[src/source/display_pkg.sv]
package display_pkg;

  // Tile geometry
  localparam int TILE_W    = 32;
  localparam int TILE_H    = 32;
  localparam int PIX_DEPTH = TILE_W * TILE_H;
  localparam int PIX_AW    = 10;

  // Bus word seen as raw bits or as colour bytes
  typedef union packed {
    logic [31:0] raw;
    struct packed {
      logic [7:0] pad;
      logic [7:0] red;
      logic [7:0] green;
      logic [7:0] blue;
    } col;
  } pixel_word_u;

  // Window on the panel
  localparam logic [15:0] WIN_X0 = 16'd48;
  localparam logic [15:0] WIN_Y0 = 16'd96;
  localparam logic [15:0] WIN_X1 = WIN_X0 + 16'(TILE_W - 1);
  localparam logic [15:0] WIN_Y1 = WIN_Y0 + 16'(TILE_H - 1);

  // ILI9486 commands
  localparam logic [7:0] CMD_CASET = 8'h2A;
  localparam logic [7:0] CMD_PASET = 8'h2B;
  localparam logic [7:0] CMD_RAMWR = 8'h2C;
  localparam int PRE_BYTES = 11;

  // Write strobe shape
  localparam int WR_LOW_CYCLES  = 2;
  localparam int WR_HIGH_CYCLES = 2;
  localparam int PH_W = $clog2(WR_LOW_CYCLES + WR_HIGH_CYCLES);

  // Pixel link credits and FIFO
  localparam int CREDITS  = 4;
  localparam int CREDIT_W = $clog2(CREDITS + 1);
  localparam int FIFO_AW  = $clog2(CREDITS);

  // Panel sequencer states
  localparam int SEQ_W = 3;
  localparam logic [SEQ_W-1:0] SEQ_IDLE = 3'd0;
  localparam logic [SEQ_W-1:0] SEQ_PRE  = 3'd1;
  localparam logic [SEQ_W-1:0] SEQ_HI   = 3'd2;
  localparam logic [SEQ_W-1:0] SEQ_LO   = 3'd3;
  localparam logic [SEQ_W-1:0] SEQ_WAIT = 3'd4;

endpackage

[src/source/ili9486_parallel_if.sv]
`timescale 1ns/100ps

module ili9486_parallel_if
  import display_pkg::*;
(
  input  logic        clk,
  input  logic        rst,
  input  logic        pix_valid_i,
  input  logic        pix_sof_i,
  input  logic [23:0] pix_rgb_i,
  output logic        pix_credit_o,
  output logic        lcd_csx_o,
  output logic        lcd_dcx_o,
  output logic        lcd_wrx_o,
  output logic [7:0]  lcd_data_o
);

  logic [24:0]         fifo_mem [CREDITS];
  logic [FIFO_AW-1:0]  wr_ptr;
  logic [FIFO_AW-1:0]  rd_ptr;
  logic [CREDIT_W-1:0] fifo_cnt;
  logic [24:0]         fifo_head;
  logic                fifo_empty;
  logic                pop;
  logic [SEQ_W-1:0]    state;
  logic                active;
  logic [PH_W-1:0]     phase;
  logic                byte_end;
  logic [3:0]          pre_idx;
  logic [PIX_AW-1:0]   pix_cnt;
  logic                last_pix;
  logic [23:0]         pix_q;
  logic [15:0]         pix_q565;
  logic [15:0]         head565;
  logic [8:0]          pre_word;
  logic                launch;
  logic [8:0]          launch_word;

  function automatic logic [15:0] to_rgb565(input logic [23:0] rgb);
    return {rgb[23:19], rgb[15:10], rgb[7:3]};
  endfunction

  assign fifo_head  = fifo_mem[rd_ptr];
  assign fifo_empty = (fifo_cnt == '0);
  assign byte_end   = active && (phase == PH_W'(WR_LOW_CYCLES + WR_HIGH_CYCLES - 1));
  assign last_pix   = (pix_cnt == PIX_AW'(PIX_DEPTH - 1));
  assign pix_q565   = to_rgb565(pix_q);
  assign head565    = to_rgb565(fifo_head[23:0]);

  // Credit link guarantees room
  always_ff @(posedge clk)
  begin
    if (pix_valid_i)
    begin
      fifo_mem[wr_ptr] <= {pix_sof_i, pix_rgb_i};
    end
    if (pop)
    begin
      pix_q <= fifo_head[23:0];
    end
  end

  always_ff @(posedge clk)
  begin
    if (rst)
    begin
      wr_ptr   <= '0;
      rd_ptr   <= '0;
      fifo_cnt <= '0;
    end
    else
    begin
      wr_ptr   <= wr_ptr + FIFO_AW'(pix_valid_i);
      rd_ptr   <= rd_ptr + FIFO_AW'(pop);
      fifo_cnt <= fifo_cnt + CREDIT_W'(pix_valid_i) - CREDIT_W'(pop);
    end
  end

  // {dc, byte} of the window preamble
  always_comb
  begin
    case (pre_idx)
      4'd0:    pre_word = {1'b0, CMD_CASET};
      4'd1:    pre_word = {1'b1, WIN_X0[15:8]};
      4'd2:    pre_word = {1'b1, WIN_X0[7:0]};
      4'd3:    pre_word = {1'b1, WIN_X1[15:8]};
      4'd4:    pre_word = {1'b1, WIN_X1[7:0]};
      4'd5:    pre_word = {1'b0, CMD_PASET};
      4'd6:    pre_word = {1'b1, WIN_Y0[15:8]};
      4'd7:    pre_word = {1'b1, WIN_Y0[7:0]};
      4'd8:    pre_word = {1'b1, WIN_Y1[15:8]};
      4'd9:    pre_word = {1'b1, WIN_Y1[7:0]};
      default: pre_word = {1'b0, CMD_RAMWR};
    endcase
  end

  always_comb
  begin
    pop         = 1'b0;
    launch      = 1'b0;
    launch_word = pre_word;
    case (state)
      SEQ_IDLE:
      begin
        // Stray pixels ahead of a SOF are dropped
        pop    = !fifo_empty;
        launch = !fifo_empty && fifo_head[24];
      end
      SEQ_PRE:
      begin
        launch = byte_end;
        if (pre_idx == 4'(PRE_BYTES))
        begin
          launch_word = {1'b1, pix_q565[15:8]};
        end
      end
      SEQ_HI:
      begin
        launch      = byte_end;
        launch_word = {1'b1, pix_q565[7:0]};
      end
      SEQ_LO, SEQ_WAIT:
      begin
        pop         = !fifo_empty && (state == SEQ_WAIT || (byte_end && !last_pix));
        launch      = pop;
        launch_word = {1'b1, head565[15:8]};
      end
      default:
      begin
        pop = 1'b0;
      end
    endcase
  end

  always_ff @(posedge clk)
  begin
    if (rst)
    begin
      state        <= SEQ_IDLE;
      active       <= 1'b0;
      phase        <= '0;
      pre_idx      <= '0;
      pix_cnt      <= '0;
      pix_credit_o <= 1'b0;
      lcd_csx_o    <= 1'b1;
      lcd_dcx_o    <= 1'b1;
      lcd_wrx_o    <= 1'b1;
      lcd_data_o   <= '0;
    end
    else
    begin
      pix_credit_o <= pop;
      if (active)
      begin
        phase <= phase + 1'b1;
        if (phase == PH_W'(WR_LOW_CYCLES - 1))
        begin
          lcd_wrx_o <= 1'b1;
        end
      end
      if (byte_end)
      begin
        active <= 1'b0;
      end
      if (launch)
      begin
        lcd_data_o <= launch_word[7:0];
        lcd_dcx_o  <= launch_word[8];
        lcd_wrx_o  <= 1'b0;
        active     <= 1'b1;
        phase      <= '0;
      end

      case (state)
        SEQ_IDLE:
        begin
          if (launch)
          begin
            lcd_csx_o <= 1'b0;
            pre_idx   <= 4'd1;
            pix_cnt   <= '0;
            state     <= SEQ_PRE;
          end
        end
        SEQ_PRE:
        begin
          if (byte_end && pre_idx == 4'(PRE_BYTES))
          begin
            pre_idx <= '0;
            state   <= SEQ_HI;
          end
          else if (byte_end)
          begin
            pre_idx <= pre_idx + 1'b1;
          end
        end
        SEQ_HI:
        begin
          if (byte_end)
          begin
            state <= SEQ_LO;
          end
        end
        SEQ_LO, SEQ_WAIT:
        begin
          if (pop)
          begin
            pix_cnt <= pix_cnt + 1'b1;
            state   <= SEQ_HI;
          end
          else if (byte_end && last_pix)
          begin
            lcd_csx_o <= 1'b1;
            state     <= SEQ_IDLE;
          end
          else if (byte_end)
          begin
            state <= SEQ_WAIT;
          end
        end
        default:
        begin
          state <= SEQ_IDLE;
        end
      endcase
    end
  end

endmodule

[config.mk]
export PLATFORM = sky130hd
export DESIGN_NAME = ili9486_parallel_if
export DESIGN_NICKNAME = d
export VERILOG_FILES = /design/src/source/display_pkg.sv /design/src/source/ili9486_parallel_if.sv
export SDC_FILE = /design/constraint.sdc
export NUM_CORES = 1
export LEC_CHECK = 0
export BUFFER_PORTS_ARGS = -buffer_cell sky130_fd_sc_hd__buf_4
export CAP_MARGIN = 15
export CORE_MARGIN = 4
export CORE_UTILIZATION = 35
export CTS_CLUSTER_SIZE = 10
export DETAILED_ROUTE_END_ITERATION = 12
export GPL_TIMING_DRIVEN = 0
export HOLD_SLACK_MARGIN = 0.02
export PLACE_DENSITY = 0.57
export SLEW_MARGIN = 10
export SYNTH_ARGS = -nofsm -noshare
export SYNTH_HDL_FRONTEND = slang
export SYNTH_SLANG_ARGS = --single-unit
[constraint.sdc]
create_clock -name clk -period 7.5 [get_ports clk]
set_input_delay 1.5 -clock clk [delete_from_list [all_inputs] [get_ports clk]]
set_output_delay 1.5 -clock clk [all_outputs]
set_load 0.02 [all_outputs]
After elaboration in Yosys (flattened, before gate mapping)
Memory sizes are Yosys's and may differ from the RTL's. A register that Yosys moved wholly into a read port is not among the register bits. Index checks and enable logic that the tools add are counted.

Output and inout bits: 12. Bits in read-only memories: 128. Logic and storage cells: 95. Memories: 2. Register bits after elaboration: 63. Memory bits (writable): 100.

Memory list: (name not given) (words 16, width 8, rd ports 1, clocked after memory_dff 1, wr ports 0, line ili9486_parallel_if.sv:82) `case (pre_idx)`; fifo_mem (words 4, width 25, rd ports 1, clocked after memory_dff 1, wr ports 1, line ili9486_parallel_if.sv:18) `logic [24:0] fifo_mem [CREDITS];`.

Eq/ne operators: 16. Multiplexer cells: 32. Reductions and logical operators: 24. Add/sub/neg operators: 7.

Operators with widths (count): $pmux W9 S3 (1); $mux W10 (2); $mux W4 (5); $pmux W10 S2 (1); $mux W3 (6); $ne A2 B2 Y1 const B (6); $pmux W3 S4 (1); $add A10 B1 Y10 const B (1); $eq A10 B10 Y1 const B (1); $mux W1 (10); $reduce_bool A2 Y1 (5); $mux W9 (1); $pmux W4 S2 (1); $reduce_and A4 Y1 (2); $eq A3 B2 Y1 const B (2); $logic_and A1 B1 Y1 (6); $logic_not A3 Y1 (2); $reduce_and A3 Y1 (2); $reduce_or A2 Y1 (3); $add A2 B1 Y2 (2); $add A4 B1 Y4 const B (1); $eq A4 B4 Y1 const B (1); $ne A4 B4 Y1 const B (1); $pmux W1 S2 (2); 13 further kinds (14).

Longest topological paths before layout
Depth after elaboration: 10. Mapped depth: 13. Depth with buffers taken out: 13.

Worst setup path before layout
No wires, ideal clock.

Path type: input-to-reg. Start point: input port pix_valid_i. End point: memory fifo_mem[0][10], enable pin. Data arrival time: 2.810 ns. Setup slack: 4.274 ns. Setup time: 0.416 ns. Cell stages on the path: 1. Data required time: 7.084 ns. Cell sequence: nor3b_1.

Longest elaborated chain between the ends: 2.

RTL lines: from (decl) (line ili9486_parallel_if.sv:8) `input logic pix_valid_i,`; $mux W1 (line ili9486_parallel_if.sv:53) `if (pix_valid_i)`; $mux W1 (implied by the code) (line ili9486_parallel_if.sv:55) `fifo_mem[wr_ptr] <= {pix_sof_i, pix_rgb_i};`; to (decl) (line ili9486_parallel_if.sv:18).

No other way between the ends.

Worst setup path in the final report
Start point: register pix_cnt[0]. End point: register fifo_cnt[2].

Longest elaborated chain between the ends: 7.

RTL lines: from (decl) (line ili9486_parallel_if.sv:30) `logic [PIX_AW-1:0] pix_cnt;`; from (signal assigned) (line ili9486_parallel_if.sv:208) `pix_cnt <= pix_cnt + 1'b1;`; $eq A10 B10 Y1 (line ili9486_parallel_if.sv:46) `assign last_pix = (pix_cnt == PIX_AW'(PIX_DEPTH - 1));`; $logic_not A1 Y1 (line ili9486_parallel_if.sv:124) `pop = !fifo_empty && (state == SEQ_WAIT || (byte_end && !last_pix));`; $logic_and A1 B1 Y1 (line ili9486_parallel_if.sv:124); $logic_or A1 B1 Y1 (line ili9486_parallel_if.sv:124); $logic_and A1 B1 Y1 (line ili9486_parallel_if.sv:124); $pmux W1 S2 (line ili9486_parallel_if.sv:102) `case (state)`; net pop (line ili9486_parallel_if.sv:24) `logic pop;`; $sub A3 B1 Y3 (line ili9486_parallel_if.sv:75) `fifo_cnt <= fifo_cnt + CREDIT_W'(pix_valid_i) - CREDIT_W'(pop);`; to (signal assigned) (line ili9486_parallel_if.sv:75); to (decl) (line ili9486_parallel_if.sv:21) `logic [CREDIT_W-1:0] fifo_cnt;`.

The timed path passes the listed nets, and every way through them passes these cells. A chain may end at the register's enable or synchronous reset.

==> flow_summary.json <==
{
  "cp-end-kind": "register",
  "start_util": 0.359,
  "finalCriticalPeriod_ps": 3920,
  "cts_root_buf": "clkbuf_16",
  "hpwl_um": 7670,
  "synthesis.nets": 435,
  "ys_types": 60,
  "grt_pass1_vias": 3507,
  "ys_seq_area_frac": 0.633,
  "drive_gt1_frac": 0.237,
  "drc": 0,
  "cts_tree": "yes",
  "layout.nets": 487,
  "cts_resized": 0,
  "finalHoldViolCount": 0,
  "grt_max_degree": 20,
  "post_cts_buffers": 0,
  "cpPeakStageDelay_ps": 690,
  "ant_nets": 0,
  "synthArstFlopShare": 0,
  "p_per_area_nw_per_um2": 386,
  "cts.sinks": 131,
  "final_util": 0.429,
  "die_w_um": 133,
  "max_freq_mhz": 255,
  "cp-start-kind": "register",
  "endpoint": "fifo_cnt[2]",
  "path_clk_slew_ps": 60,
  "cts_made_buffers": 17,
  "fp.dieH_um": 133,
  "worst-r2r-setup-slack_ps": 3580,
  "path_buf_inv": 2,
  "skew_ps": 5.62,
  "grt_pass1_wl_um": 18500,
  "tightest_slew_ps": 1030,
  "crit_top_cell": "ha_1",
  "synth_edf_count": 84,
  "synth_ff_type": "edfxtp_1",
  "rsz0062_at_grt": "false",
  "portBuffers": 30,
  "met2_usage": 0.224,
  "row_count": 45,
  "antenna_found_initial": 0,
  "status": "completed",
  "vias": 3420,
  "irDropWorstVdd_mv": 0.171,
  "syn_inst": 394,
  "worst_path_max_delay_cell": "nand2_1",
  "startpoint": "pix_cnt[0]",
  "arrival_ps": 4200,
  "place_congestion": 0.792,
  "die_area_um2": 17700,
  "crit_type": "register to register",
  "crit_family": "adder cells",
  "ys_seq_elements": 131,
  "r2r_cells": 13,
  "overflow": 0,
  "avgSynthCellArea_um2": 13.9,
  "rr_startpoint": "pix_cnt[0]",
  "hold_slack_ps": 483,
  "r2r_end": "fifo_cnt[2]",
  "ys.warnings.count": 0,
  "finalCritPeriodShare": 0.522,
  "syn_to_final_growth_pct": 19.8,
  "grtUsageMet3": 0.0392,
  "p_total_mw": 2.53,
  "setup_tns_ps": 0,
  "slew_headroom": 0.316,
  "grt_usage": 0.136,
  "cts_hold_buf": 0,
  "coreArea_um2": 15300,
  "cp.required_ps": 7780,
  "p_leak_nw": 2.27,
  "insertion_delay_ps": 410,
  "wirelength_um": 11300,
  "viasPerCell": 5.10,
  "wl_per_cell_um": 16.9,
  "netlist_area_um2": 5470,
  "setup_violations": 0,
  "first_iter_violations": 214,
  "drv_cap": 0,
  "busiest_layer": "met2",
  "maxSlewViolCount": 0,
  "path_depth": 13,
  "hold_class": "register to register",
  "firstDrtPassIters": 5,
  "ios": 40,
  "worst-path-max-fanout": 19,
  "cts_buffer_depth": 2,
  "n_antenna_cell": 0,
  "crit_chain": "ha_1 -> and3_1 -> nand4_1 -> a31oi_1 -> nand2_1 -> ha_1 -> inv_1 -> ha_1 -> inv_1 -> fa_1 -> xor2_1 -> xnor2_1 -> nor2_1",
  "met1_usage": 0.171,
  "h-tree-depth": 4
}
-- cell usage after synthesis (all sizes together), types with 4 or more instances --
library cell  number  area share
edfxtp            84        0.46
dfxtp             47        0.17
nor2              38       0.026
nand2             27       0.019
mux4              17       0.070
a21oi             16       0.015
inv               15       0.010
buf               12       0.011
ha                12       0.027
a311oi            10       0.027
xnor2             10       0.016
a222oi             8       0.015
clkbuf             8      0.0055
a211oi             7       0.011
and3               6      0.0078
nor2b              6      0.0069
o21ai              6      0.0075
a31oi              5      0.0057
nor3               5      0.0046
nand3              4      0.0037
nor3b              4      0.0055
-- logic make-up after synthesis --
logic type	Yosys count	share of synthesized area
flops	131	0.633
xor+xnor	12	0.0192
buf+inv	36	0.0279
fa+ha+maj	13	0.0311
compound gates	75	0.118
mux	17	0.0700
simple gates	110	0.101
-- worst min-delay path by stage --
stage,start,end,cells after the start
after floorplan,pre_word[0],lcd_data_o[0],2
after detailed placement,pre_word[0],lcd_data_o[0],2
after CTS,pre_word[0],lcd_data_o[0],2
after global placement,pre_word[0],lcd_data_o[0],2
after global routing,pre_word[0],lcd_data_o[0],2
final,pre_word[0],lcd_data_o[0],2
-- stage by stage --
stage          setup slack (ps)  cells  instance area (um2)
2_1_floorplan              4270    394                 5470
3_3_place_gp               3110    635                 5960
3_5_place_dp               3550    638                 5990
4_1_cts                    3520    670                 6550
5_1_grt                    3260    670                 6550
6_report                   3580    670                 6550
-- metal layers --
layer,wire [um],part of all wire
met5,0,0
met4,150,0.013
met2,5600,0.50
met1,5060,0.45
met3,482,0.043
-- final cells by class --
| type | instances | area, um2 |
|---|---|---|
| plain buffers | 20 | 92.6 |
| clock buffers | 18 | 429 |
| clock inverters | 14 | 129 |
| fillers | 1374 | 8710 |
| inverters | 16 | 60.1 |
| multi-input cells | 227 | 1860 |
| flip-flops and latches | 131 | 3460 |
| well taps | 211 | 264 |
| repair buffers | 33 | 253 |
-- cell usage in the layout, fill, tap and decap left out, types with 4 or more instances in the layout --
cell type   Yosys  layout
edfxtp_1       84      84
dfxtp_1        47      47
nor2_1         38      37
buf_4           0      31
nand2_1        27      27
mux4_2         17      17
clkbuf_16       0      17
inv_1          15      15
a21oi_1        15      15
ha_1           12      12
xnor2_1        10      10
buf_2           8       9
clkbuf_1        8       9
a222oi_1        8       8
a311oi_2        7       7
nor2b_1         6       6
and3_1          5       5
nor3_1          5       5
a31oi_1         5       5
o21ai_0         5       5
a211oi_1        5       5
inv_6           0       5
nand3_1         4       4
clkinvlp_4      0       4
-- worst register-to-register path, cell delays in order (launching register included) --
cell and delay [ps]:
dfxtp_1 370, ha_1 200, and3_1 210, nand4_1 260, a31oi_1 560, nand2_1 700, ha_1 530, inv_1 60
ha_1 130, inv_1 50, fa_1 370, xor2_1 170, xnor2_1 140, nor2_1 50
-- registers in the layout, indices dropped and copies added (netlist names) --
register	flops
rd_ptr	2
state	3
lcd_data_o	8
pix_credit_o	1
lcd_dcx_o	1
fifo_mem	68
phase	2
lcd_wrx_o	1
active	1
lcd_csx_o	1
pix_cnt	10
pre_word	8
wr_ptr	2
pix_q	16
fifo_cnt	3
pre_idx	4
-- report_power, final --
part / total (mW) / switching, mW / leakage [nW] / internal [mW]
Combinational: 0.757 / 0.451 / 0.846 / 0.306
Clock: 0.776 / 0.317 / 0.259 / 0.459
Sequential: 0.994 / 0.0597 / 1.16 / 0.934
No activity file was read; power rests on OpenSTA's default activity.
