`config.mk`:
```
export PLATFORM = sky130hd
export DESIGN_NAME = scanout_reader
export DESIGN_NICKNAME = d
export VERILOG_FILES = /design/src/source/display_pkg.sv /design/src/source/wishbone_pkg.sv /design/src/source/scanout_reader.sv
export SDC_FILE = /design/constraint.sdc
export NUM_CORES = 1
export LEC_CHECK = 0
export ABC_CLOCK_PERIOD_IN_PS = 2050
export BUFFER_PORTS_ARGS = -buffer_cell sky130_fd_sc_hd__buf_4
export CAP_MARGIN = 25
export CORE_MARGIN = 2
export CORE_UTILIZATION = 29
export CTS_CLUSTER_SIZE = 28
export DETAILED_ROUTE_END_ITERATION = 10
export GPL_TIMING_DRIVEN = 0
export MAX_ROUTING_LAYER = met4
export PLACE_DENSITY = 0.6
export SYNTH_ARGS = -nofsm -noshare
export SYNTH_HDL_FRONTEND = slang
export SYNTH_SLANG_ARGS = --single-unit
```
`constraint.sdc`:
```
create_clock -name clk -period 2.05 [get_ports clk]
set_input_delay 0.615 -clock clk [delete_from_list [all_inputs] [get_ports clk]]
set_output_delay 0.615 -clock clk [all_outputs]
set_load 0.1 [all_outputs]
```
`src/source/display_pkg.sv`:
```
package display_pkg;

  // Tile geometry
  localparam int TILE_W    = 32;
  localparam int TILE_H    = 32;
  localparam int PIX_DEPTH = TILE_W * TILE_H;
  localparam int PIX_AW    = 10;

  // Bus word seen as raw bits or as colour bytes
  typedef union packed {
    logic [31:0] raw;
    struct packed {
      logic [7:0] pad;
      logic [7:0] red;
      logic [7:0] green;
      logic [7:0] blue;
    } col;
  } pixel_word_u;

  // Window on the panel
  localparam logic [15:0] WIN_X0 = 16'd48;
  localparam logic [15:0] WIN_Y0 = 16'd96;
  localparam logic [15:0] WIN_X1 = WIN_X0 + 16'(TILE_W - 1);
  localparam logic [15:0] WIN_Y1 = WIN_Y0 + 16'(TILE_H - 1);

  // ILI9486 commands
  localparam logic [7:0] CMD_CASET = 8'h2A;
  localparam logic [7:0] CMD_PASET = 8'h2B;
  localparam logic [7:0] CMD_RAMWR = 8'h2C;
  localparam int PRE_BYTES = 11;

  // Write strobe shape
  localparam int WR_LOW_CYCLES  = 2;
  localparam int WR_HIGH_CYCLES = 2;
  localparam int PH_W = $clog2(WR_LOW_CYCLES + WR_HIGH_CYCLES);

  // Pixel link credits and FIFO
  localparam int CREDITS  = 4;
  localparam int CREDIT_W = $clog2(CREDITS + 1);
  localparam int FIFO_AW  = $clog2(CREDITS);

  // Panel sequencer states
  localparam int SEQ_W = 3;
  localparam logic [SEQ_W-1:0] SEQ_IDLE = 3'd0;
  localparam logic [SEQ_W-1:0] SEQ_PRE  = 3'd1;
  localparam logic [SEQ_W-1:0] SEQ_HI   = 3'd2;
  localparam logic [SEQ_W-1:0] SEQ_LO   = 3'd3;
  localparam logic [SEQ_W-1:0] SEQ_WAIT = 3'd4;

endpackage

```
`src/source/wishbone_pkg.sv`:
```
package wishbone_pkg;

  localparam int WB_ADR_W = 32;
  localparam int WB_DAT_W = 32;
  localparam int WB_SEL_W = 4;

  // Bank codes carried in wb_adr_i[31:16]
  localparam logic [15:0] BANK0_SEL = 16'h0000;
  localparam logic [15:0] BANK1_SEL = 16'h0001;
  localparam logic [15:0] BANK2_SEL = 16'h0010;

  localparam int NUM_BANKS  = 3;
  localparam int BANK_IDX_W = 2;

  // First address bit of the bank field
  localparam int BANK_LSB = 16;

  // Indexed by bank number
  localparam logic [NUM_BANKS-1:0][15:0] BANK_CODES = {
    BANK2_SEL,
    BANK1_SEL,
    BANK0_SEL
  };

endpackage

```
`src/source/scanout_reader.sv`:
```
`timescale 1ns/100ps

module scanout_reader
  import wishbone_pkg::*;
  import display_pkg::*;
(
  input  logic                  clk,
  input  logic                  rst,
  input  logic                  frame_start_i,
  input  logic [BANK_IDX_W-1:0] frame_bank_i,
  input  logic                  pix_credit_i,
  output logic [BANK_IDX_W-1:0] scan_bank_o,
  output logic [PIX_AW-1:0]     scan_addr_o,
  input  logic [WB_DAT_W-1:0]   scan_pixel_i,
  output logic                  pix_valid_o,
  output logic                  pix_sof_o,
  output logic [23:0]           pix_rgb_o,
  output logic                  busy_o
);

  logic                issuing;
  logic                first_q;
  logic [CREDIT_W-1:0] credits;
  logic                start;
  logic                issue;
  logic                issue_last;
  logic                rd_last_q;
  pixel_word_u         scan_word;

  assign start      = frame_start_i && !busy_o;
  assign issue      = issuing && (credits != '0);
  assign issue_last = issue && (scan_addr_o == PIX_AW'(PIX_DEPTH - 1));

  // One credit per read, one back per FIFO pop
  always_ff @(posedge clk)
  begin
    if (rst)
    begin
      credits <= CREDIT_W'(CREDITS);
    end
    else
    begin
      credits <= credits - CREDIT_W'(issue) + CREDIT_W'(pix_credit_i);
    end
  end

  always_ff @(posedge clk)
  begin
    if (rst)
    begin
      busy_o      <= 1'b0;
      issuing     <= 1'b0;
      first_q     <= 1'b0;
      pix_valid_o <= 1'b0;
      pix_sof_o   <= 1'b0;
      rd_last_q   <= 1'b0;
      scan_addr_o <= '0;
      scan_bank_o <= '0;
    end
    else
    begin
      // Flags follow the RAM read by one cycle
      pix_valid_o <= issue;
      pix_sof_o   <= issue && first_q;
      rd_last_q   <= issue_last;

      if (start)
      begin
        busy_o      <= 1'b1;
        issuing     <= 1'b1;
        first_q     <= 1'b1;
        scan_addr_o <= '0;
        scan_bank_o <= frame_bank_i;
      end
      if (issue)
      begin
        first_q     <= 1'b0;
        scan_addr_o <= scan_addr_o + 1'b1;
      end
      if (issue_last)
      begin
        issuing <= 1'b0;
      end
      if (rd_last_q)
      begin
        busy_o <= 1'b0;
      end
    end
  end

  assign scan_word.raw = scan_pixel_i;
  assign pix_rgb_o = {scan_word.col.red, scan_word.col.green, scan_word.col.blue};

endmodule

```
# ---- Yosys cells after proc, flatten, opt, wreduce, memory -nomap -nowiden
# Index checks and enable logic that the tools add are counted.
dict set report totals {
  register_bits 21
  in_bits 38
}
dict set report op_classes {
  addsub 3
  eq_ne 1
  muxes 2
  n_reduce_logical 10
}
# operator count
set ops {}
lappend ops {{$mux 10} 2}
lappend ops {{$add 10x1->10 const B} 1}
lappend ops {{$eq 10x10->1 const B} 1}
lappend ops {{$reduce_or 2->1} 3}
lappend ops {{$logic_and 1x1->1} 4}
lappend ops {{$add 3x1->3} 1}
lappend ops {{$reduce_bool 3->1} 1}
lappend ops {{$sub 3x1->3} 1}
lappend ops {{$reduce_bool 2->1} 1}
lappend ops {{$logic_not 1->1} 1}

# ---- Longest topological paths before layout
# Gate-level depths: netlist (run 1).
dict set report logic_depth {
  depth_word 4
  ltp_mapped 10
  ltp_nobuf 9
}

# ---- Least setup slack after synthesis (run 1)
# No wires, ideal clock.
dict set report synth_timing {
  path_kind {register -> register}
  start {reg scan_addr_o[0]}
  end {reg scan_addr_o[8]}
  setup_ns 0.075
  t_arrival_ns 2.144
  required_ns 1.975
  path_slack_ns -0.169
  path_stages_with_launch 6
  n_path_buf 0
  period_less_slack_ns 2.219
  cell_sequence {dfxtp_1 -> ha_1 -> and3_2 -> nand4_1 -> or3_1 -> a31oi_1}
}
dict set report synth_between {
  elab_chain_len 2
}
# item line_no
set synth_lines {}
lappend synth_lines {{from (decl)} scanout_reader.sv:13} ;# output logic [PIX_AW-1:0] scan_addr_o,
lappend synth_lines {{from (signal assigned)} scanout_reader.sv:78} ;# scan_addr_o <= scan_addr_o + 1'b1;
lappend synth_lines {{$add 10x1->10} scanout_reader.sv:78}
lappend synth_lines {{$mux 10} scanout_reader.sv:75} ;# if (issue)
# No other way between the ends.
# A chain may end at the register's enable or synchronous reset.

# ---- Final worst setup path (run 1)
dict set report layout_timing {
  start {reg credits[2]}
  end {reg credits[1]}
}
dict set report layout_between {
  elab_chain_len 4
}
# item line_no
set layout_lines {}
lappend layout_lines {{from (decl)} scanout_reader.sv:23} ;# logic [CREDIT_W-1:0] credits;
lappend layout_lines {{from (signal assigned)} scanout_reader.sv:39} ;# credits <= CREDIT_W'(CREDITS);
lappend layout_lines {{from (signal assigned)} scanout_reader.sv:43} ;# credits <= credits - CREDIT_W'(issue) + CREDIT_W'(pix_credit_i);
lappend layout_lines {{$reduce_bool 3->1} scanout_reader.sv:31} ;# assign issue = issuing && (credits != '0);
lappend layout_lines {{$logic_and 1x1->1} scanout_reader.sv:31}
lappend layout_lines {{$sub 3x1->3} scanout_reader.sv:43}
lappend layout_lines {{$add 3x1->3} scanout_reader.sv:43}
# No other way between the ends.

==> impl_metrics.toml, run 1 <==
[synthesis]
synth_edf_count = 0
ys_seq_elements = 21
syn_nets = 169
synth_common_cells = "25 x buf_4, 21 x dfxtp_1, 12 x a21oi_1"
synth_warnings = 0
yosys.cell_count.top_type = "buf_4"
synth-async-reset-ratio_pct = 0
ys_top_cells_by_area = "dfxtp_1 38%, buf_4 17%, a21oi_1 5.4%"
yosys.area.top_type = "dfxtp_1"
synth_top_area_share_pct = 37.8
dominantRegCellSynth = "dfxtp_1"
ys_seq_area_share_pct = 37.8
synth_area_um2 = 1110
syn_inst = 127
synth_cell_types = 36
avgSynthCellArea_um2 = 8.75

[worst_hold_path]
hold_end = "busy_o$_SDFFE_PP0P_"
whs_path_depth = 1
hold_class = "flip-flop to flip-flop"
hold_start = "rd_last_q$_SDFF_PP0_"

[critical_path]
slowest_delay_ps = 510
cp-start-kind = "flip-flop"
endpoint_kind = "flip-flop"
crit_type = "flip-flop to flip-flop"
crit_path_start = "credits[2]$_SDFF_PP1_"
cp.arrival_ps = 2090
r2r_start = "credits[2]$_SDFF_PP1_"
cp_max_fo = 11
reg2reg_depth = 8
critPathTopFamily = "adder cells"
crit_required_ps = 2180
crit_buf_inv = 3
crit_chain = "o31ai_4 -> inv_2 -> ha_1 -> inv_1 -> ha_1 -> inv_1 -> fa_2 -> nor2_1"
critPathSlowestCell = "fa_2"
timing.rr.end = "credits[1]$_SDFF_PP0_"
rrSetupSlack_ps = 90

[placement]
place_hpwl_um = 1820
gp_congestion = 0.832
port_buffers = 44

[floorplanning]
die_width_um = 65.9
die-area_um2 = 4340
rows = 22
start_util_pct = 30.3
io_pins = 77
coreArea_um2 = 3660
fp.dieH_um = 65.9

[route]
ant_nets = 0
drc_errors = 0
wl_met2_um = 1060
first_pass_iters = 4
vias = 1031
vias_per_cell = 4.60
route.layer.met1.wl_um = 1100
drtIter0Drc = 62
wl_per_cell_um = 10.7
routed_wl_um = 2400
wl_met3_um = 217
highest_layer = "met4"

[clock_tree]
clk_path_buf_depth = 2
clock_latency_ps = 260
clk_transition_reported_paths_ps = 70
cts_tree = "done"
ctsHoldBuffers = 0
htree_num_levels = 1
clockRootBuffer = "clkbuf_8"
cts_made_buffers = 3
clock_sinks = 21

[cells_and_area]
drive_above_1_share_pct = 48.9
fin_nets = 219
antenna_cells = 0
area_growth_pct = 40.4

[timing]
finalCriticalPeriod_ps = 1960
rsz0062_at_grt = "false"
hold_ws_ps = 399
slew_headroom_pct = 68.4
finalClockSkew_ps = 0.817
final_hold_viol_count = 0
finalCritPeriodShare_pct = 95.5
setup-tns-final_ps = 0
drv_slew = 0
worst-slew-pin-transition_ps = 473
setup_violations = 0
fmax_mhz = 511

[global_routing]
grt_pass1_vias = 926
track_usage_pct = 11.5
overflow = 0
antenna_found_initial = 0
grt_pass1_wl_um = 3840
grt_max_degree = 13

[power]
vdd_drop_max_v = 0.000506
power_leakage_nw = 0.726
p_total_w = 0.00126
power.density_nw_per_um2 = 810

[flow_run]
cap_violations = 0

[run_status]
status = "completed"
[per-layer routing]
layer | global-route usage [%] | up-vias
li1 | - | 506
met1 | 13.7 | 463
met2 | 18.6 | 58
met3 | 3.92 | 4
met4 | 3.39 | 0
met5 | - | -
[area by class of cell]
type | instances | area (µm²)
fillers | 359 | 2100
multi-input cells | 74 | 472
flip-flops and latches | 21 | 427
repair buffers | 46 | 345
plain buffers | 27 | 195
well taps | 48 | 60.1
clock buffers | 3 | 41.3
inverters | 4 | 15.0
clock inverters | 1 | 5.00
[placed cells by master, fill, tap and decap left out, types with 3 or more instances in the layout]
cell type	count
a21oi_1	12
buf_4	71
clkbuf_8	3
dfxtp_1	16
dfxtp_2	5
ha_1	3
inv_1	3
nand2_1	10
nand3_1	3
nor2_1	9
nor2b_1	3
nor3_1	6
[worst register-to-register path: cells and delay by family, from the launching register on]
kind / cells / cell delay (ps)
and+or+nand+nor: 1 / 40
adders and majority gates: 3 / 930
DFF: 1 / 340
buffers and inverters: 3 / 250
AOI/OAI and AO/OA: 1 / 270
[where the power goes]
group          total, W  switching (W)  leakage (nW)  internal (W)
sequential     0.000484      0.0000375         0.173      0.000446
clock          0.000267       0.000131        0.0255      0.000135
combinational  0.000514       0.000360         0.528      0.000154
total           0.00126       0.000529         0.726      0.000736
[stage by stage]
stage / area, µm² / std cells / setup slack [ps] / utilization [%]
after floorplan: 1110 / 127 / 2.84 / -
after global placement: 1510 / 219 / 31.0 / 41.1
after detailed placement: 1510 / 219 / -1.56 / 41.1
after CTS: 1560 / 224 / 26.8 / 42.6
after global routing: 1560 / 224 / 6.96 / 42.6
final: 1560 / 224 / 91.8 / 42.6
[worst max path at each step]
stage / end / cells past startpoint / slack, ps
after floorplan: scan_addr_o[9]$_SDFFE_PP0P_ / 4 / 3
after global placement: credits[2]$_SDFF_PP1_ / 10 / 30
after detailed placement: credits[2]$_SDFF_PP1_ / 10 / -2
after CTS: credits[2]$_SDFF_PP1_ / 10 / 30
after global routing: credits[1]$_SDFF_PP0_ / 8 / 7
final: credits[1]$_SDFF_PP0_ / 8 / 90
[sequential cells by signal (all words and copies together) (netlist names)]
register	count
pix_sof_o	1
scan_bank_o	2
busy_o	1
rd_last_q	1
pix_valid_o	1
credits	3
scan_addr_o	10
issuing	1
first_q	1
[cell families after synthesis]
logic type	Yosys count	synth area share (%)
simple gates	46	22.3
xor+xnor	2	1.58
flops	21	37.8
fa+ha+maj	4	5.18
buf+inv	32	19.9
compound gates	22	13.2
[timing repair]
action	CTS	global route
pin swaps	0	2
endpoints found under the setup margin	1	1
setup buffers	1	1
gates resized for setup	0	3
hold endpoints to repair	0	0
(Power assumes the default switching activity.)
==> run 2, diff against run 1 <==
- CORE_UTILIZATION: 29 -> 37
- PLACE_DENSITY: 0.6 -> 0.74
==> run 2 against run 1 <==
Net effect: the run now ends with DRC left; sequential cell count is the same; sequential power up 1%; final cell count shrank 6.3%; global-route usage is 3.4 points higher; register-to-register slack is essentially flat; die area down 20%; sequential share of layout area grew 0.40 points; first-iteration DRC count down 16%; setup slack gained 9.7 ps; clock power down 21%; wire length grew 5.0%; via count is 2.3% higher; largest power group unchanged.
==> impl_metrics.toml, run 2 (synthesis gave the netlist of run 1 again) <==
[run_status]
status = "finished, violations left"
violations = "DRC"

[floorplanning]
io_pins = 77
rows = 19
die_width_um = 58.8
die-area_um2 = 3460
coreArea_um2 = 2810
start_util_pct = 39.6
fp.dieH_um = 58.8

[critical_path]
critPathSlowestCell = "fa_2"
crit_required_ps = 2260
crit_chain = "o31ai_4 -> inv_4 -> ha_1 -> inv_1 -> ha_1 -> inv_1 -> fa_2 -> nor2_1"
cp_max_fo = 5
endpoint_kind = "flip-flop"
cp-start-kind = "flip-flop"
slowest_delay_ps = 520
crit_type = "flip-flop to flip-flop"
cp.arrival_ps = 2160

[power]
seqPwrFrac_pct = 39.7
intPower_w = 0.000693
p_comb_share_pct = 43.2
p_clk_share_pct = 17.1
power.switching_w = 0.000540
power_leakage_nw = 0.731
swShare_pct = 43.8
vdd_drop_max_v = 0.000360
power.density_nw_per_um2 = 794

[timing]
setup_ws_ps = 102
slew_headroom_pct = 66.9
setup_violations = 0
final_hold_viol_count = 0
rsz0062_at_grt = "false"
drv_slew = 0
hold_ws_ps = 403
finalCritPeriodShare_pct = 95.0
finalCriticalPeriod_ps = 1950
worst-slew-pin-transition_ps = 495
fmax_mhz = 513
finalClockSkew_ps = 6.23

[flow_run]
cap_violations = 0

[route]
vias = 1055
first_pass_iters = 7
wl_per_cell_um = 12.0
drc_errors = 6
routed_wl_um = 2520
ant_nets = 0
drtIter0Drc = 52
vias_per_cell = 5.02

[cells_and_area]
regMostFlops = "scan_addr_o"
final_common_cell = "buf_4"
reg_top3 = "scan_addr_o x10, credits x3, scan_bank_o x2"
drive_above_1_share_pct = 50.3
nFillCells = 262
fin_nets = 222
fin_util_pct = 55.3
antenna_cells = 0
mostFrequentLayoutCells = "74 x buf_4, 15 x dfxtp_1, 12 x a21oi_1"
area_growth_pct = 39.6
largest_reg_flops = 10
final_cell_count_no_fill = 210
fin_area_um2 = 1550

[global_routing]
grt_max_degree = 14
overflow = 0
grt_pass1_vias = 918
grt_pass1_wl_um = 3750
track_usage_pct = 14.9
antenna_found_initial = 0

[clock_tree]
cts_made_buffers = 3
clock_sinks = 21
clock_latency_ps = 320
clockRootBuffer = "clkbuf_4"
ctsHoldBuffers = 0
htree_num_levels = 1
clk_path_buf_depth = 2
cts_tree = "done"
clk_transition_reported_paths_ps = 120

[worst_hold_path]
hold_class = "flip-flop to flip-flop"

[placement]
place_inst = 202
post_dp_cell_area_um2 = 1480
gp_congestion = 0.781
dp_slack_ps = -37.4
place_hpwl_um = 1910
port_buffers = 44
## run 2: what timing repair did
action	CTS	global route
gates resized for setup	1	5
setup endpoints to repair	1	2
pin swaps	0	2
cloned	0	0
setup buffers	1	4
## run 2: layout make-up
type,count,area (µm²),share of cell area [%]
Timing Repair Buffer,49,368,23.7
Multi-Input combinational cell,74,472,30.4
Inverter,4,17.5,1.13
Clock inverter,1,7.51,0.484
Buffer,27,195,12.6
Sequential cell,21,430,27.7
Tap cell,31,38.8,2.50
Clock buffer,3,22.5,1.45
## run 2: worst max-delay path, delay by kind of cell, from the launching register on
family	cells	cell delay [ps]
simple gates	1	40
compound gates	1	300
buf+inv	3	170
fa+ha+maj	3	930
flops	1	390
## run 2: layer usage
metal  part of all wire (%)  vias to the layer above  global-route usage [%]  wire [µm]
li1                       -                      516                       -          -
met5                      0                        -                       -          0
met4                    2.2                        0                    9.42         55
met2                     46                       69                    25.1       1150
met1                     41                      465                    15.7       1030
met3                     11                        5                    3.30        283
## run 2: path summary, 6_finish.rpt
kind,start,end,slack (ps),depth (start not counted)
hold / removal,rd_last_q$_SDFF_PP0_,busy_o$_SDFFE_PP0P_,400,1
setup reg to reg,credits[1]$_SDFF_PP0_,credits[1]$_SDFF_PP0_,100,8
setup / recovery,credits[1]$_SDFF_PP0_,credits[1]$_SDFF_PP0_,100,8
hold reg to reg,rd_last_q$_SDFF_PP0_,busy_o$_SDFFE_PP0P_,400,1
## run 2: power groups by stage
stage	logic, W	clock network [W]	registers, W
2_1_floorplan	0.000360	0	0.000550
3_3_place_gp	0.000504	0	0.000487
3_5_place_dp	0.000517	0	0.000490
4_1_cts	0.000523	0.000219	0.000482
5_1_grt	0.000562	0.000241	0.000495
6_report	0.000532	0.000211	0.000489
## run 2: through the flow
stage / setup TNS (ps) / total power [W]
after CTS: 0 / 0.00122
after global placement: 0 / 0.000991
after floorplan: 0 / 0.000910
after detailed placement: -37.4 / 0.00101
final: 0 / 0.00123
after global routing: 0 / 0.00130
==> run 3, diff against run 2 <==
- ABC_AREA: unset -> 1
- CORE_UTILIZATION: 37 -> 38
==> run 3 against run 2 <==
Net effect: the run now ends clean; hold slack got worse by 7.3 ps; maximum frequency is 4.0% higher; synthesized cell count up 27%; clock skew increased by 11 ps; via count up 4.7%; critical endpoint is now credits[2]$_SDFF_PP1_; largest cell class unchanged.
==> impl_metrics.toml, run 3 <==
[route]
vias = 1105
ant_nets = 0
vias_per_cell = 4.33
routed_wl_um = 2370
wl_per_cell_um = 9.30
drtIter0Drc = 7
drc_errors = 0
first_pass_iters = 4

[synthesis]
yosys.area.top_type = "dfxtp_1"
yosys.cell_count.top_type = "nand2_1"
syn_nets = 203
synth_warnings = 0
ys_seq_area_share_pct = 35.2
synth_area_um2 = 1190
syn_inst = 161
synth_cell_types = 27
synth_top_area_share_pct = 35.2
ys_seq_elements = 21
synth_edf_count = 0
synth_common_cells = "34 x nand2_1, 24 x buf_4, 21 x dfxtp_1"
ys_top_cells_by_area = "dfxtp_1 35%, buf_4 15%, nand2_1 11%"
avgSynthCellArea_um2 = 7.42
dominantRegCellSynth = "dfxtp_1"
synth-async-reset-ratio_pct = 0

[timing]
setup_violations = 0
final_hold_viol_count = 0
finalCriticalPeriod_ps = 1870
rsz0062_at_grt = "false"
finalClockSkew_ps = 17.7
worst-slew-pin-transition_ps = 318
finalCritPeriodShare_pct = 91.4
slew_headroom_pct = 78.7
fmax_mhz = 534
drv_slew = 0

[floorplanning]
coreArea_um2 = 3030
rows = 20
die_width_um = 60.1
start_util_pct = 39.5
fp.dieH_um = 60.1
io_pins = 77
die-area_um2 = 3610

[cells_and_area]
final_common_cell = "buf_4"
fin_nets = 254
regMostFlops = "scan_addr_o"
fin_area_um2 = 1640
area_growth_pct = 37.3
fin_util_pct = 54.2
drive_above_1_share_pct = 43.6
reg_top3 = "scan_addr_o x10, credits x3, scan_bank_o x2"
mostFrequentLayoutCells = "71 x buf_4, 34 x nand2_1, 20 x nor2_1"
antenna_cells = 0
largest_reg_flops = 10

[placement]
place_hpwl_um = 1790
gp_congestion = 0.848
post_dp_cell_area_um2 = 1580
port_buffers = 44

[clock_tree]
ctsHoldBuffers = 0
clk_transition_reported_paths_ps = 110
clockRootBuffer = "clkbuf_4"
cts_tree = "done"
clock_sinks = 21
htree_num_levels = 1
clk_path_buf_depth = 2
clock_latency_ps = 310
cts_made_buffers = 3

[run_status]
status = "completed"

[power]
power.switching_w = 0.000557
seqPwrFrac_pct = 37.4
vdd_drop_max_v = 0.000392
power_leakage_nw = 0.768
intPower_w = 0.000703
power.density_nw_per_um2 = 769
p_clk_share_pct = 16.2
p_comb_share_pct = 46.3
swShare_pct = 44.2

[critical_path]
slowest_delay_ps = 330
path_common_cell = "inv_1"
endpoint_kind = "flip-flop"
cp-start-kind = "flip-flop"
cp_max_fo = 13
cp.arrival_ps = 2120
crit_type = "flip-flop to flip-flop"
crit_chain = "inv_1 -> nand2_1 -> nand2_4 -> inv_6 -> ha_4 -> inv_1 -> ha_1 -> inv_1 -> fa_2 -> or2_2 -> nand3_1"
crit_required_ps = 2300
critPathSlowestCell = "fa_2"

[global_routing]
track_usage_pct = 13.7
grt_max_degree = 14
antenna_found_initial = 0
grt_pass1_wl_um = 3640
grt_pass1_vias = 876
overflow = 0

[flow_run]
cap_violations = 0

[worst_hold_path]
hold_class = "flip-flop to flip-flop"
==> run 3: cells by family after synthesis <==
| group | Yosys count | share of synthesized area (%) |
|---|---|---|
| adder cells (fa/ha/maj) | 4 | 4.82 |
| AO/OA/AOI/OAI | 16 | 7.12 |
| flip-flops | 21 | 35.2 |
| XOR/XNOR | 1 | 0.733 |
| AND/OR/NAND/NOR | 76 | 29.4 |
| buffers and inverters | 43 | 22.7 |
==> run 3: stage by stage <==
step	hold slack (ps)	std cells	setup WS, ps	setup TNS, ps	power (W)
after CTS	402	254	74.7	0	0.00125
final	396	255	177	0	0.00126
after floorplan	374	161	7.45	0	0.000932
after detailed placement	385	249	-50.5	-50.5	0.00103
after global routing	420	255	48.5	0	0.00134
after global placement	381	249	-55.0	-55.0	0.00102
==> run 3: critical path: cells and delay by family, from the launching register on <==
family                     cells  cell delay (ps)
DFF                            1              320
adders and majority gates      3              660
and+or+nand+nor                4              560
buffers and inverters          4              290
==> run 3: path summary, 6_finish.rpt <==
check | startpoint | endpoint | slack [ps] | depth (start not counted)
setup / recovery | credits[0]$_SDFF_PP0_ | credits[2]$_SDFF_PP1_ | 180 | 11
hold / removal | rd_last_q$_SDFF_PP0_ | busy_o$_SDFFE_PP0P_ | 400 | 1
setup reg to reg | credits[0]$_SDFF_PP0_ | credits[2]$_SDFF_PP1_ | 180 | 11
hold reg to reg | rd_last_q$_SDFF_PP0_ | busy_o$_SDFFE_PP0P_ | 400 | 1
==> run 3: final cells by class <==
| class | instances | area (µm²) |
|---|---|---|
| buffer | 25 | 194 |
| clock buffer | 3 | 22.5 |
| clock inverter | 1 | 5.00 |
| fill | 298 | 1390 |
| inverter | 17 | 68.8 |
| multi-input combinational | 97 | 518 |
| sequential | 21 | 424 |
| tap | 44 | 55.1 |
| timing repair buffer | 47 | 353 |
==> run 3: what timing repair did <==
action / in CTS / in global routing
gates resized for setup: 3 / 2
hold endpoints to repair: 0 / 0
pin swaps: 2 / 2
buffers inserted: 2 / 1
setup endpoints to repair: 1 / 1
==> run 3: per-layer routing <==
layer / part of all wire (%) / vias to the layer above / wire (µm) / GRT usage, %
met1: 47 / 476 / 1120 / 17.8
li1: - / 580 / - / -
met3: 5.7 / 5 / 135 / 1.95
met4: 1.3 / 0 / 32 / 4.76
met5: 0 / - / 0 / -
met2: 46 / 44 / 1080 / 21.6
==> run 3: power groups by stage <==
| stage | Sequential (W) | Clock [W] | Combinational [W] |
|---|---|---|---|
| after CTS | 0.000472 | 0.000208 | 0.000568 |
| after global routing | 0.000478 | 0.000228 | 0.000636 |
| final | 0.000472 | 0.000205 | 0.000584 |
| after global placement | 0.000484 | 0 | 0.000538 |
| after detailed placement | 0.000486 | 0 | 0.000541 |
| after floorplan | 0.000560 | 0 | 0.000372 |
